## src/hw/chiplet_bus_pkg.sv

```systemverilog
package chiplet_bus_pkg;

    typedef logic [31:0] addr_t;
    typedef logic [31:0] data_t;
    typedef logic [3:0]  strobe_t;

    typedef struct packed {
        logic    wen;
        logic    ren;
        addr_t   addr;
        data_t   wdata;
        strobe_t strobe;
    } bus_req_t;

    typedef struct packed {
        data_t rdata;
        logic  error;
        logic  request_stall;
    } bus_rsp_t;

    ////////////////////
    // Register map.
    ////////////////////

    localparam addr_t REG_TX_DEST = 32'h0000_0000;
    localparam addr_t REG_TX_DATA = 32'h0000_0004;
    localparam addr_t REG_RX_DATA = 32'h0000_0008;
    localparam addr_t REG_STATUS  = 32'h0000_000C;

endpackage

```

## src/hw/chiplet_types_pkg.sv

```systemverilog
package chiplet_types_pkg;

    localparam int NUM_TILES = 4;
    localparam int NUM_LINKS = 2;

    // Tile number. Bit 0 is X, bit 1 is Y.
    typedef logic [1:0] node_id_t;

    typedef logic [31:0] payload_t;

    // Wide enough for buffer depths up to 15.
    typedef logic [3:0] credit_cnt_t;

    typedef struct packed {
        node_id_t dest;
        node_id_t src;
        payload_t payload;
    } flit_t;

    // Sender to receiver half of a link.
    typedef struct packed {
        logic  valid;
        flit_t flit;
    } link_fwd_t;

endpackage

```

## src/hw/flit_fifo.sv

```systemverilog
`timescale 1ns/1ps

module flit_fifo #(
    parameter int DEPTH = 4
) (
    input  logic                           clk,
    input  logic                           rst_n,
    input  logic                           push,
    input  chiplet_types_pkg::flit_t       push_flit,
    input  logic                           pop,
    output chiplet_types_pkg::flit_t       head,
    output logic                           empty,
    output logic                           full,
    output chiplet_types_pkg::credit_cnt_t count
);
    import chiplet_types_pkg::*;

    localparam int PTR_W = (DEPTH > 1) ? $clog2(DEPTH) : 1;

    flit_t            mem [DEPTH];
    logic [PTR_W-1:0] wr_ptr;
    logic [PTR_W-1:0] rd_ptr;
    logic             do_push;
    logic             do_pop;

    function automatic logic [PTR_W-1:0] next_ptr(input logic [PTR_W-1:0] ptr);
        return (ptr == PTR_W'(DEPTH - 1)) ? '0 : ptr + 1'b1;
    endfunction

    assign empty   = (count == '0);
    assign full    = (count == credit_cnt_t'(DEPTH));
    assign do_push = push && !full;
    assign do_pop  = pop && !empty;
    assign head    = mem[rd_ptr];

    always_ff @(posedge clk) begin
        if (!rst_n) begin
            wr_ptr <= '0;
            rd_ptr <= '0;
            count  <= '0;
        end else begin
            if (do_push) begin
                wr_ptr <= next_ptr(wr_ptr);
            end
            if (do_pop) begin
                rd_ptr <= next_ptr(rd_ptr);
            end
            case ({do_push, do_pop})
                2'b10:   count <= count + 1'b1;
                2'b01:   count <= count - 1'b1;
                default: count <= count;
            endcase
        end
    end

    always_ff @(posedge clk) begin
        if (do_push) begin
            mem[wr_ptr] <= push_flit;
        end
    end

endmodule

```

## src/hw/tile.sv

```systemverilog
`timescale 1ns/1ps

module tile #(
    parameter chiplet_types_pkg::node_id_t NODE_ID = '0,
    parameter int BUFFER_SIZE = 4
) (
    input  logic                         clk,
    input  logic                         rst_n,
    input  chiplet_bus_pkg::bus_req_t    bus_req,
    output chiplet_bus_pkg::bus_rsp_t    bus_rsp,
    input  chiplet_types_pkg::link_fwd_t link_in [chiplet_types_pkg::NUM_LINKS],
    output logic                         credit_out [chiplet_types_pkg::NUM_LINKS],
    output chiplet_types_pkg::link_fwd_t link_out [chiplet_types_pkg::NUM_LINKS],
    input  logic                         credit_in [chiplet_types_pkg::NUM_LINKS]
);
    import chiplet_types_pkg::*;

    logic        inject;
    flit_t       inject_flit;
    logic        inject_ready;
    logic        rx_pop;
    flit_t       rx_head;
    credit_cnt_t rx_count;

    tile_bus_regs #(
        .NODE_ID(NODE_ID)
    ) i_bus_regs (
        .clk         (clk),
        .rst_n       (rst_n),
        .bus_req     (bus_req),
        .bus_rsp     (bus_rsp),
        .inject      (inject),
        .inject_flit (inject_flit),
        .inject_ready(inject_ready),
        .rx_pop      (rx_pop),
        .rx_head     (rx_head),
        .rx_count    (rx_count)
    );

    tile_router #(
        .NODE_ID    (NODE_ID),
        .BUFFER_SIZE(BUFFER_SIZE)
    ) i_router (
        .clk         (clk),
        .rst_n       (rst_n),
        .inject      (inject),
        .inject_flit (inject_flit),
        .inject_ready(inject_ready),
        .link_in     (link_in),
        .credit_out  (credit_out),
        .link_out    (link_out),
        .credit_in   (credit_in),
        .rx_pop      (rx_pop),
        .rx_head     (rx_head),
        .rx_count    (rx_count)
    );

endmodule

```

## src/hw/tile_bus_regs.sv

```systemverilog
`timescale 1ns/1ps

module tile_bus_regs #(
    parameter chiplet_types_pkg::node_id_t NODE_ID = '0
) (
    input  logic                           clk,
    input  logic                           rst_n,
    input  chiplet_bus_pkg::bus_req_t      bus_req,
    output chiplet_bus_pkg::bus_rsp_t      bus_rsp,
    output logic                           inject,
    output chiplet_types_pkg::flit_t       inject_flit,
    input  logic                           inject_ready,
    output logic                           rx_pop,
    input  chiplet_types_pkg::flit_t       rx_head,
    input  chiplet_types_pkg::credit_cnt_t rx_count
);
    import chiplet_types_pkg::*;
    import chiplet_bus_pkg::*;

    node_id_t tx_dest;
    payload_t tx_payload;
    logic     wr;
    logic     rd;
    logic     hit_tx_dest;
    logic     hit_tx_data;
    logic     hit_rx_data;
    logic     hit_status;
    logic     rx_empty;

    // A write wins if both enables are high.
    assign wr = bus_req.wen;
    assign rd = bus_req.ren && !bus_req.wen;

    assign hit_tx_dest = (bus_req.addr == REG_TX_DEST);
    assign hit_tx_data = (bus_req.addr == REG_TX_DATA);
    assign hit_rx_data = (bus_req.addr == REG_RX_DATA);
    assign hit_status  = (bus_req.addr == REG_STATUS);
    assign rx_empty    = (rx_count == '0);

    always_comb begin
        for (int b = 0; b < $bits(strobe_t); b++) begin
            tx_payload[8*b +: 8] = bus_req.strobe[b] ? bus_req.wdata[8*b +: 8] : 8'h00;
        end
    end

    // Held by the requester until the router takes it.
    assign inject      = wr && hit_tx_data;
    assign inject_flit = '{dest: tx_dest, src: NODE_ID, payload: tx_payload};
    assign rx_pop      = rd && hit_rx_data && !rx_empty;

    always_comb begin
        bus_rsp = '0;
        if (wr) begin
            if (hit_tx_data) begin
                bus_rsp.request_stall = !inject_ready;
            end else if (!hit_tx_dest) begin
                // Unmapped, or a read-only register.
                bus_rsp.error = 1'b1;
            end
        end else if (rd) begin
            if (hit_tx_dest) begin
                bus_rsp.rdata = data_t'(tx_dest);
            end else if (hit_rx_data) begin
                bus_rsp.rdata = rx_empty ? '0 : data_t'(rx_head.payload);
                bus_rsp.error = rx_empty;
            end else if (hit_status) begin
                bus_rsp.rdata = data_t'({rx_head.src, rx_count});
            end else if (!hit_tx_data) begin
                bus_rsp.error = 1'b1;
            end
        end
    end

    always_ff @(posedge clk) begin
        if (!rst_n) begin
            tx_dest <= '0;
        end else if (wr && hit_tx_dest && bus_req.strobe[0]) begin
            tx_dest <= bus_req.wdata[1:0];
        end
    end

endmodule

```

## src/hw/tile_router.sv

```systemverilog
`timescale 1ns/1ps

module tile_router #(
    parameter chiplet_types_pkg::node_id_t NODE_ID = '0,
    parameter int BUFFER_SIZE = 4
) (
    input  logic                           clk,
    input  logic                           rst_n,
    input  logic                           inject,
    input  chiplet_types_pkg::flit_t       inject_flit,
    output logic                           inject_ready,
    input  chiplet_types_pkg::link_fwd_t   link_in [chiplet_types_pkg::NUM_LINKS],
    output logic                           credit_out [chiplet_types_pkg::NUM_LINKS],
    output chiplet_types_pkg::link_fwd_t   link_out [chiplet_types_pkg::NUM_LINKS],
    input  logic                           credit_in [chiplet_types_pkg::NUM_LINKS],
    input  logic                           rx_pop,
    output chiplet_types_pkg::flit_t       rx_head,
    output chiplet_types_pkg::credit_cnt_t rx_count
);
    import chiplet_types_pkg::*;

    // Ports 0 and 1 are the links, port 2 is inject on the input side
    // and the local receive FIFO on the output side.
    typedef logic [1:0] port_t;

    localparam int    NUM_PORTS  = 3;
    localparam port_t PORT_LOCAL = 2'd2;

    flit_t                in_flit [NUM_PORTS];
    logic                 in_valid [NUM_PORTS];
    port_t                in_route [NUM_PORTS];
    logic                 in_empty [NUM_LINKS];
    logic                 link_pop [NUM_LINKS];
    logic                 out_ready [NUM_PORTS];
    logic [NUM_PORTS-1:0] gnt [NUM_PORTS];
    logic                 out_valid [NUM_PORTS];
    flit_t                out_flit [NUM_PORTS];
    port_t                rr_ptr [NUM_PORTS];
    credit_cnt_t          credit_cnt [NUM_LINKS];
    logic                 rx_full;

    // X first. The X link index equals this tile's Y bit.
    function automatic port_t route(input node_id_t dest);
        if (dest == NODE_ID) begin
            return PORT_LOCAL;
        end else if (dest[0] != NODE_ID[0]) begin
            return {1'b0, NODE_ID[1]};
        end
        return {1'b0, !NODE_ID[1]};
    endfunction

    ////////////////////
    // Link inputs and outputs.
    ////////////////////

    for (genvar l = 0; l < NUM_LINKS; l++) begin : g_link
        flit_fifo #(
            .DEPTH(BUFFER_SIZE)
        ) i_in_fifo (
            .clk      (clk),
            .rst_n    (rst_n),
            .push     (link_in[l].valid),
            .push_flit(link_in[l].flit),
            .pop      (link_pop[l]),
            .head     (in_flit[l]),
            .empty    (in_empty[l]),
            .full     (),
            .count    ()
        );

        assign in_valid[l]  = !in_empty[l];
        assign link_pop[l]  = gnt[0][l] | gnt[1][l] | gnt[2][l];
        assign out_ready[l] = (credit_cnt[l] != '0);
        assign link_out[l]  = '{valid: out_valid[l], flit: out_flit[l]};

        always_ff @(posedge clk) begin
            if (!rst_n) begin
                credit_out[l] <= 1'b0;
                credit_cnt[l] <= credit_cnt_t'(BUFFER_SIZE);
            end else begin
                credit_out[l] <= link_pop[l];
                case ({out_valid[l], credit_in[l]})
                    2'b10:   credit_cnt[l] <= credit_cnt[l] - 1'b1;
                    2'b01:   credit_cnt[l] <= credit_cnt[l] + 1'b1;
                    default: credit_cnt[l] <= credit_cnt[l];
                endcase
            end
        end
    end

    assign in_flit[PORT_LOCAL]   = inject_flit;
    assign in_valid[PORT_LOCAL]  = inject;
    assign out_ready[PORT_LOCAL] = !rx_full;
    assign inject_ready          = gnt[0][PORT_LOCAL] | gnt[1][PORT_LOCAL] | gnt[2][PORT_LOCAL];

    always_comb begin
        for (int i = 0; i < NUM_PORTS; i++) begin
            in_route[i] = route(in_flit[i].dest);
        end
    end

    ////////////////////
    // Round-robin arbitration, one grant per output.
    ////////////////////

    always_comb begin
        int idx;
        for (int o = 0; o < NUM_PORTS; o++) begin
            gnt[o] = '0;
            for (int k = 0; k < NUM_PORTS; k++) begin
                idx = (int'(rr_ptr[o]) + k) % NUM_PORTS;
                if (gnt[o] == '0 && out_ready[o] && in_valid[idx]
                        && in_route[idx] == port_t'(o)) begin
                    gnt[o][idx] = 1'b1;
                end
            end
        end
    end

    always_comb begin
        for (int o = 0; o < NUM_PORTS; o++) begin
            out_valid[o] = |gnt[o];
            out_flit[o]  = in_flit[0];
            for (int i = 0; i < NUM_PORTS; i++) begin
                if (gnt[o][i]) begin
                    out_flit[o] = in_flit[i];
                end
            end
        end
    end

    // The winner drops to lowest priority.
    always_ff @(posedge clk) begin
        if (!rst_n) begin
            for (int o = 0; o < NUM_PORTS; o++) begin
                rr_ptr[o] <= '0;
            end
        end else begin
            for (int o = 0; o < NUM_PORTS; o++) begin
                for (int i = 0; i < NUM_PORTS; i++) begin
                    if (gnt[o][i]) begin
                        rr_ptr[o] <= (i == NUM_PORTS - 1) ? '0 : port_t'(i + 1);
                    end
                end
            end
        end
    end

    flit_fifo #(
        .DEPTH(BUFFER_SIZE)
    ) i_rx_fifo (
        .clk      (clk),
        .rst_n    (rst_n),
        .push     (out_valid[PORT_LOCAL]),
        .push_flit(out_flit[PORT_LOCAL]),
        .pop      (rx_pop),
        .head     (rx_head),
        .empty    (),
        .full     (rx_full),
        .count    (rx_count)
    );

endmodule

```

## src/hw/tile_wrapper.sv

```systemverilog
`timescale 1ns/1ps

module tile_wrapper #(
    parameter int BUFFER_SIZE = 4
) (
    input  logic                      clk,
    input  logic                      rst_n,
    input  chiplet_bus_pkg::bus_req_t bus_req [chiplet_types_pkg::NUM_TILES],
    output chiplet_bus_pkg::bus_rsp_t bus_rsp [chiplet_types_pkg::NUM_TILES]
);
    import chiplet_types_pkg::*;

    link_fwd_t tile_link_in    [NUM_TILES][NUM_LINKS];
    link_fwd_t tile_link_out   [NUM_TILES][NUM_LINKS];
    logic      tile_credit_in  [NUM_TILES][NUM_LINKS];
    logic      tile_credit_out [NUM_TILES][NUM_LINKS];

    tile #(.NODE_ID(2'd0), .BUFFER_SIZE(BUFFER_SIZE)) tile_0 (
        .clk       (clk),
        .rst_n     (rst_n),
        .bus_req   (bus_req[0]),
        .bus_rsp   (bus_rsp[0]),
        .link_in   (tile_link_in[0]),
        .credit_out(tile_credit_out[0]),
        .link_out  (tile_link_out[0]),
        .credit_in (tile_credit_in[0])
    );

    tile #(.NODE_ID(2'd1), .BUFFER_SIZE(BUFFER_SIZE)) tile_1 (
        .clk       (clk),
        .rst_n     (rst_n),
        .bus_req   (bus_req[1]),
        .bus_rsp   (bus_rsp[1]),
        .link_in   (tile_link_in[1]),
        .credit_out(tile_credit_out[1]),
        .link_out  (tile_link_out[1]),
        .credit_in (tile_credit_in[1])
    );

    tile #(.NODE_ID(2'd2), .BUFFER_SIZE(BUFFER_SIZE)) tile_2 (
        .clk       (clk),
        .rst_n     (rst_n),
        .bus_req   (bus_req[2]),
        .bus_rsp   (bus_rsp[2]),
        .link_in   (tile_link_in[2]),
        .credit_out(tile_credit_out[2]),
        .link_out  (tile_link_out[2]),
        .credit_in (tile_credit_in[2])
    );

    tile #(.NODE_ID(2'd3), .BUFFER_SIZE(BUFFER_SIZE)) tile_3 (
        .clk       (clk),
        .rst_n     (rst_n),
        .bus_req   (bus_req[3]),
        .bus_rsp   (bus_rsp[3]),
        .link_in   (tile_link_in[3]),
        .credit_out(tile_credit_out[3]),
        .link_out  (tile_link_out[3]),
        .credit_in (tile_credit_in[3])
    );

    ////////////////////
    // Square wiring. Credits return on the same pairing as flits.
    ////////////////////

    assign tile_link_in[0][0] = tile_link_out[1][0];
    assign tile_link_in[0][1] = tile_link_out[2][0];
    assign tile_link_in[1][0] = tile_link_out[0][0];
    assign tile_link_in[1][1] = tile_link_out[3][0];
    assign tile_link_in[2][0] = tile_link_out[0][1];
    assign tile_link_in[2][1] = tile_link_out[3][1];
    assign tile_link_in[3][0] = tile_link_out[1][1];
    assign tile_link_in[3][1] = tile_link_out[2][1];

    assign tile_credit_in[0][0] = tile_credit_out[1][0];
    assign tile_credit_in[0][1] = tile_credit_out[2][0];
    assign tile_credit_in[1][0] = tile_credit_out[0][0];
    assign tile_credit_in[1][1] = tile_credit_out[3][0];
    assign tile_credit_in[2][0] = tile_credit_out[0][1];
    assign tile_credit_in[2][1] = tile_credit_out[3][1];
    assign tile_credit_in[3][0] = tile_credit_out[1][1];
    assign tile_credit_in[3][1] = tile_credit_out[2][1];

endmodule
```

## config.mk

```make
export PLATFORM = sky130hd
export DESIGN_NAME = tile_wrapper
export DESIGN_NICKNAME = d
export VERILOG_FILES = /design/src/hw/chiplet_bus_pkg.sv /design/src/hw/chiplet_types_pkg.sv /design/src/hw/flit_fifo.sv /design/src/hw/tile.sv /design/src/hw/tile_bus_regs.sv /design/src/hw/tile_router.sv /design/src/hw/tile_wrapper.sv
export SDC_FILE = /design/constraint.sdc
export NUM_CORES = 2
export LEC_CHECK = 0
export BUFFER_PORTS_ARGS = -buffer_cell sky130_fd_sc_hd__buf_2
export CORE_ASPECT_RATIO = 0.75
export CORE_MARGIN = 5
export CORE_UTILIZATION = 47
export CTS_BUF_LIST = sky130_fd_sc_hd__clkbuf_8 sky130_fd_sc_hd__clkbuf_16
export DETAILED_ROUTE_END_ITERATION = 8
export HOLD_SLACK_MARGIN = 0.05
export PLACE_DENSITY = 0.62
export SLEW_MARGIN = 25
export SYNTH_ARGS = -nofsm -noshare
export SYNTH_HDL_FRONTEND = slang
export SYNTH_SLANG_ARGS = --single-unit
```

## constraint.sdc

```tcl
create_clock -name clk -period 6.8 [get_ports clk]
set_clock_uncertainty 0.2 [all_clocks]
set_input_delay 1.7 -clock clk [delete_from_list [all_inputs] [get_ports clk]]
set_output_delay 1.7 -clock clk [all_outputs]
set_load 0.05 [all_outputs]
```

==> impl_metrics.yaml <==
worst_setup_path:
  critical_path.max_fanout: 7
  critical_path_class: "in -> out"
  origin_of_the_critical_flop_to_flop_path: "tile_3.i_router.credit_cnt[0][0]$_DFFE_PP_"
  startpoint_type: "input pin"
  timing.critical_path.to_type: "output port"
  ff2ff_path_depth: 18
  critPathArrivalTime_ns: 4.38
  cp_data_required_time_ns: 4.90
  r2r_end: "tile_1.i_router.g_link[1].i_in_fifo.count[3]$_SDFFE_PN0P_"
  setup.reg_to_reg.worst_slack_ns: 1.51
die:
  initial_core_util_pct: 47.1
  core_region_area_um2: 185000
  fp.dieArea_um2: 194000
  floorplan.io_pins: 418
  floorplan.die.height_um: 383
  std_cell_rows: 137
  die_w_um: 508
route:
  route.vias.total: 54200
  drt_first_iter_violations: 5757
  wl_per_cell_um: 27.8
  ant_nets: 0
  drc: 0
  vias_per_cell: 6.04
  postRouteWirelength_mm: 250
  detailedRoute.firstPassIterationCount: 7
global_route:
  grt_overflow: 0
  global_route_wire_length_before_repair_mm: 357
  via_count_of_the_first_global_routing_pass: 51700
  total_global_route_track_usage_pct: 25.1
  antenna_found_initial: 29
  pin_count_of_the_biggest_net_entering_global_routing: 73
layout:
  layout-drive-gt1-share_pct: 23.6
  net_count_final: 6768
  layout.cells.most_common: "sky130_fd_sc_hd__edfxtp_1"
  final-instance-count-excl-fill: 8976
  syn2layout_area_growth_pct: 14.1
  most-common-layout-cells: "1,748 x sky130_fd_sc_hd__edfxtp_1, 502 x sky130_fd_sc_hd__a21oi_1, 473 x sky130_fd_sc_hd__mux2i_1, 439 x sky130_fd_sc_hd__mux4_2, 414 x sky130_fd_sc_hd__buf_2"
yosys:
  synth.ff_latch_count: 1888
  synth_enable_flop_cells: 1748
  cells_after_synth: 5796
  synth_nets: 6252
  synth.yosys.warnings: 0
  share_of_the_yosys_chip_area_belonging_to_registers_pct: 63.4
  ys.flop_type: "sky130_fd_sc_hd__edfxtp_1"
  avgSynthCellArea_um2: 15.1
  async_flop_share_pct: 0
  netlist-cell-type-count: 99
  synth_area_um2: 87300
place:
  post-dp-hpwl_mm: 177
  place_congestion: 0.914
  dpl.cell_count: 8626
  port_buffers: 417
  place_worst_setup_slack_ns: 0.463
sta:
  layout_worst_path_cycle_share_pct: 92.4
  drv_slew: 0
  setup_repair_after_global_routing_missed_its_margin: "no"
  final.setup.tns_ns: 0
  remaining_max_slew_budget_at_the_tightest_pin_pct: 15.7
  maxClockFrequency_mhz: 159
  final_period_minus_worst_setup_slack_ns: 6.28
  fin_ws_ns: 0.517
  timing_worst_slew_pin_value_ns: 1.27
  final-setup-viol-count: 0
  finalHoldViolCount: 0
min_path:
  timing.hold.worst_endpoint: "tile_2.i_router.i_rx_fifo.rd_ptr[1]$_SDFFE_PN0P_"
  hold_path.class: "reg -> reg"
  hold-path-cell-count: 2
  hold_start: "tile_2.i_router.i_rx_fifo.rd_ptr[1]$_SDFFE_PN0P_"
clock_tree:
  cts.clk_slew.worst_paths_ns: 0.06
  cts_inserted_buffers: 185
  clock-root-buffer: "sky130_fd_sc_hd__clkbuf_16"
  max-clock-path-buffers: 3
  tritoncts_num_sinks: 1888
  h-tree-depth: 4
  postCtsSetupRepairBufs: 0
  tritoncts_clock_tree: "built"
  cts_resized: 0
  clk-insertion-delay-late_ns: 0.81
  holdBufCountCts: 0
run_status:
  run_status: "finished clean"
run:
  max-cap-violations: 0
## cells in the mapped netlist (all sizes together), types with 103 or more instances
cell type	n	area share (%)
a21oi	503	2.9
and3	103	0.74
clkbuf	287	1.2
dfxtp	140	3.2
edfxtp	1748	60
ha	169	2.4
inv	138	0.59
mux2i	473	5.4
mux4	439	11
nand2	144	0.62
nand3	238	1.4
nor2	259	1.1
o21ai	274	1.6
## per-stage QoR
step,cell area (um^2),hold WS (ns),util [%]
after floorplan,87300,0.254,-
after global placement,93500,0.268,50.5
after detailed placement,93500,0.278,50.5
after CTS,99600,0.288,53.7
after global routing,99600,0.312,53.7
final,99600,0.285,53.8
## final cells by class
type / count / area, um^2
Fill cell: 14900 / 85700
Sequential cell: 1888 / 55300
Tap cell: 2502 / 3130
Clock inverter: 148 / 1300
Clock buffer: 192 / 4770
Timing Repair Buffer: 695 / 4280
Inverter: 138 / 523
Antenna cell: 9 / 22.5
Multi-Input combinational cell: 3404 / 30300
## registers in the layout (all words and copies together), names as in the netlist, 136 cells and up, named ones only
register                              flops
tile_0.i_router.g_link.i_in_fifo.mem    288
tile_2.i_router.g_link.i_in_fifo.mem    288
tile_2.i_router.i_rx_fifo.mem           136
tile_1.i_router.g_link.i_in_fifo.mem    288
tile_3.i_router.i_rx_fifo.mem           136
tile_3.i_router.g_link.i_in_fifo.mem    288
tile_0.i_router.i_rx_fifo.mem           136
tile_1.i_router.i_rx_fifo.mem           136
## worst max-delay path: stages
cell and delay [ns]:
sky130_fd_sc_hd__buf_2 0.10, sky130_fd_sc_hd__nor4_2 0.28, sky130_fd_sc_hd__nand4_2 0.29, sky130_fd_sc_hd__nor4_2 0.48, sky130_fd_sc_hd__mux2i_1 0.26, sky130_fd_sc_hd__and3_1 0.25
sky130_fd_sc_hd__mux2_2 0.37, sky130_fd_sc_hd__a21oi_4 0.14, sky130_fd_sc_hd__nand2_1 0.07, sky130_fd_sc_hd__nor2_1 0.26, sky130_fd_sc_hd__buf_12 0.18
## per-layer routing
layer | vias to the layer above | GRT usage [%] | part of all wire [%]
met4 | 16 | 4.84 | 1.8
met5 | - | 0 | 0.11
met3 | 272 | 8.23 | 11
li1 | 24000 | - | -
met2 | 2229 | 39.8 | 47
met1 | 27700 | 34.2 | 40
## kinds of logic after synthesis
group / synth area share (%)
compound gates: 6.61
xor+xnor: 0.542
fa+ha+maj: 2.54
buf+inv: 2.24
flops: 63.4
mux: 16.9
simple gates: 7.83
## worst max-delay path by stage
stage                      start                                                         to  slack, ns  cells past startpoint
finish               bus_req[36]                                                 bus_rsp[0]       0.52                     11
global route        bus_req[202]                                                bus_rsp[68]       0.29                     12
CTS                  bus_req[49]                                                 bus_rsp[0]       0.45                     11
detailed placement   bus_req[49]  tile_3.i_router.g_link[0].i_in_fifo.count[2]$_SDFFE_PN0P_       0.46                     18
global placement     bus_req[49]                                                 bus_rsp[0]       0.53                     11
floorplan            bus_req[49]                                                 bus_rsp[0]       0.14                     10
Power is not shown: default switching activity piles up to over one toggle a cycle in this logic, so the estimate is an artifact.
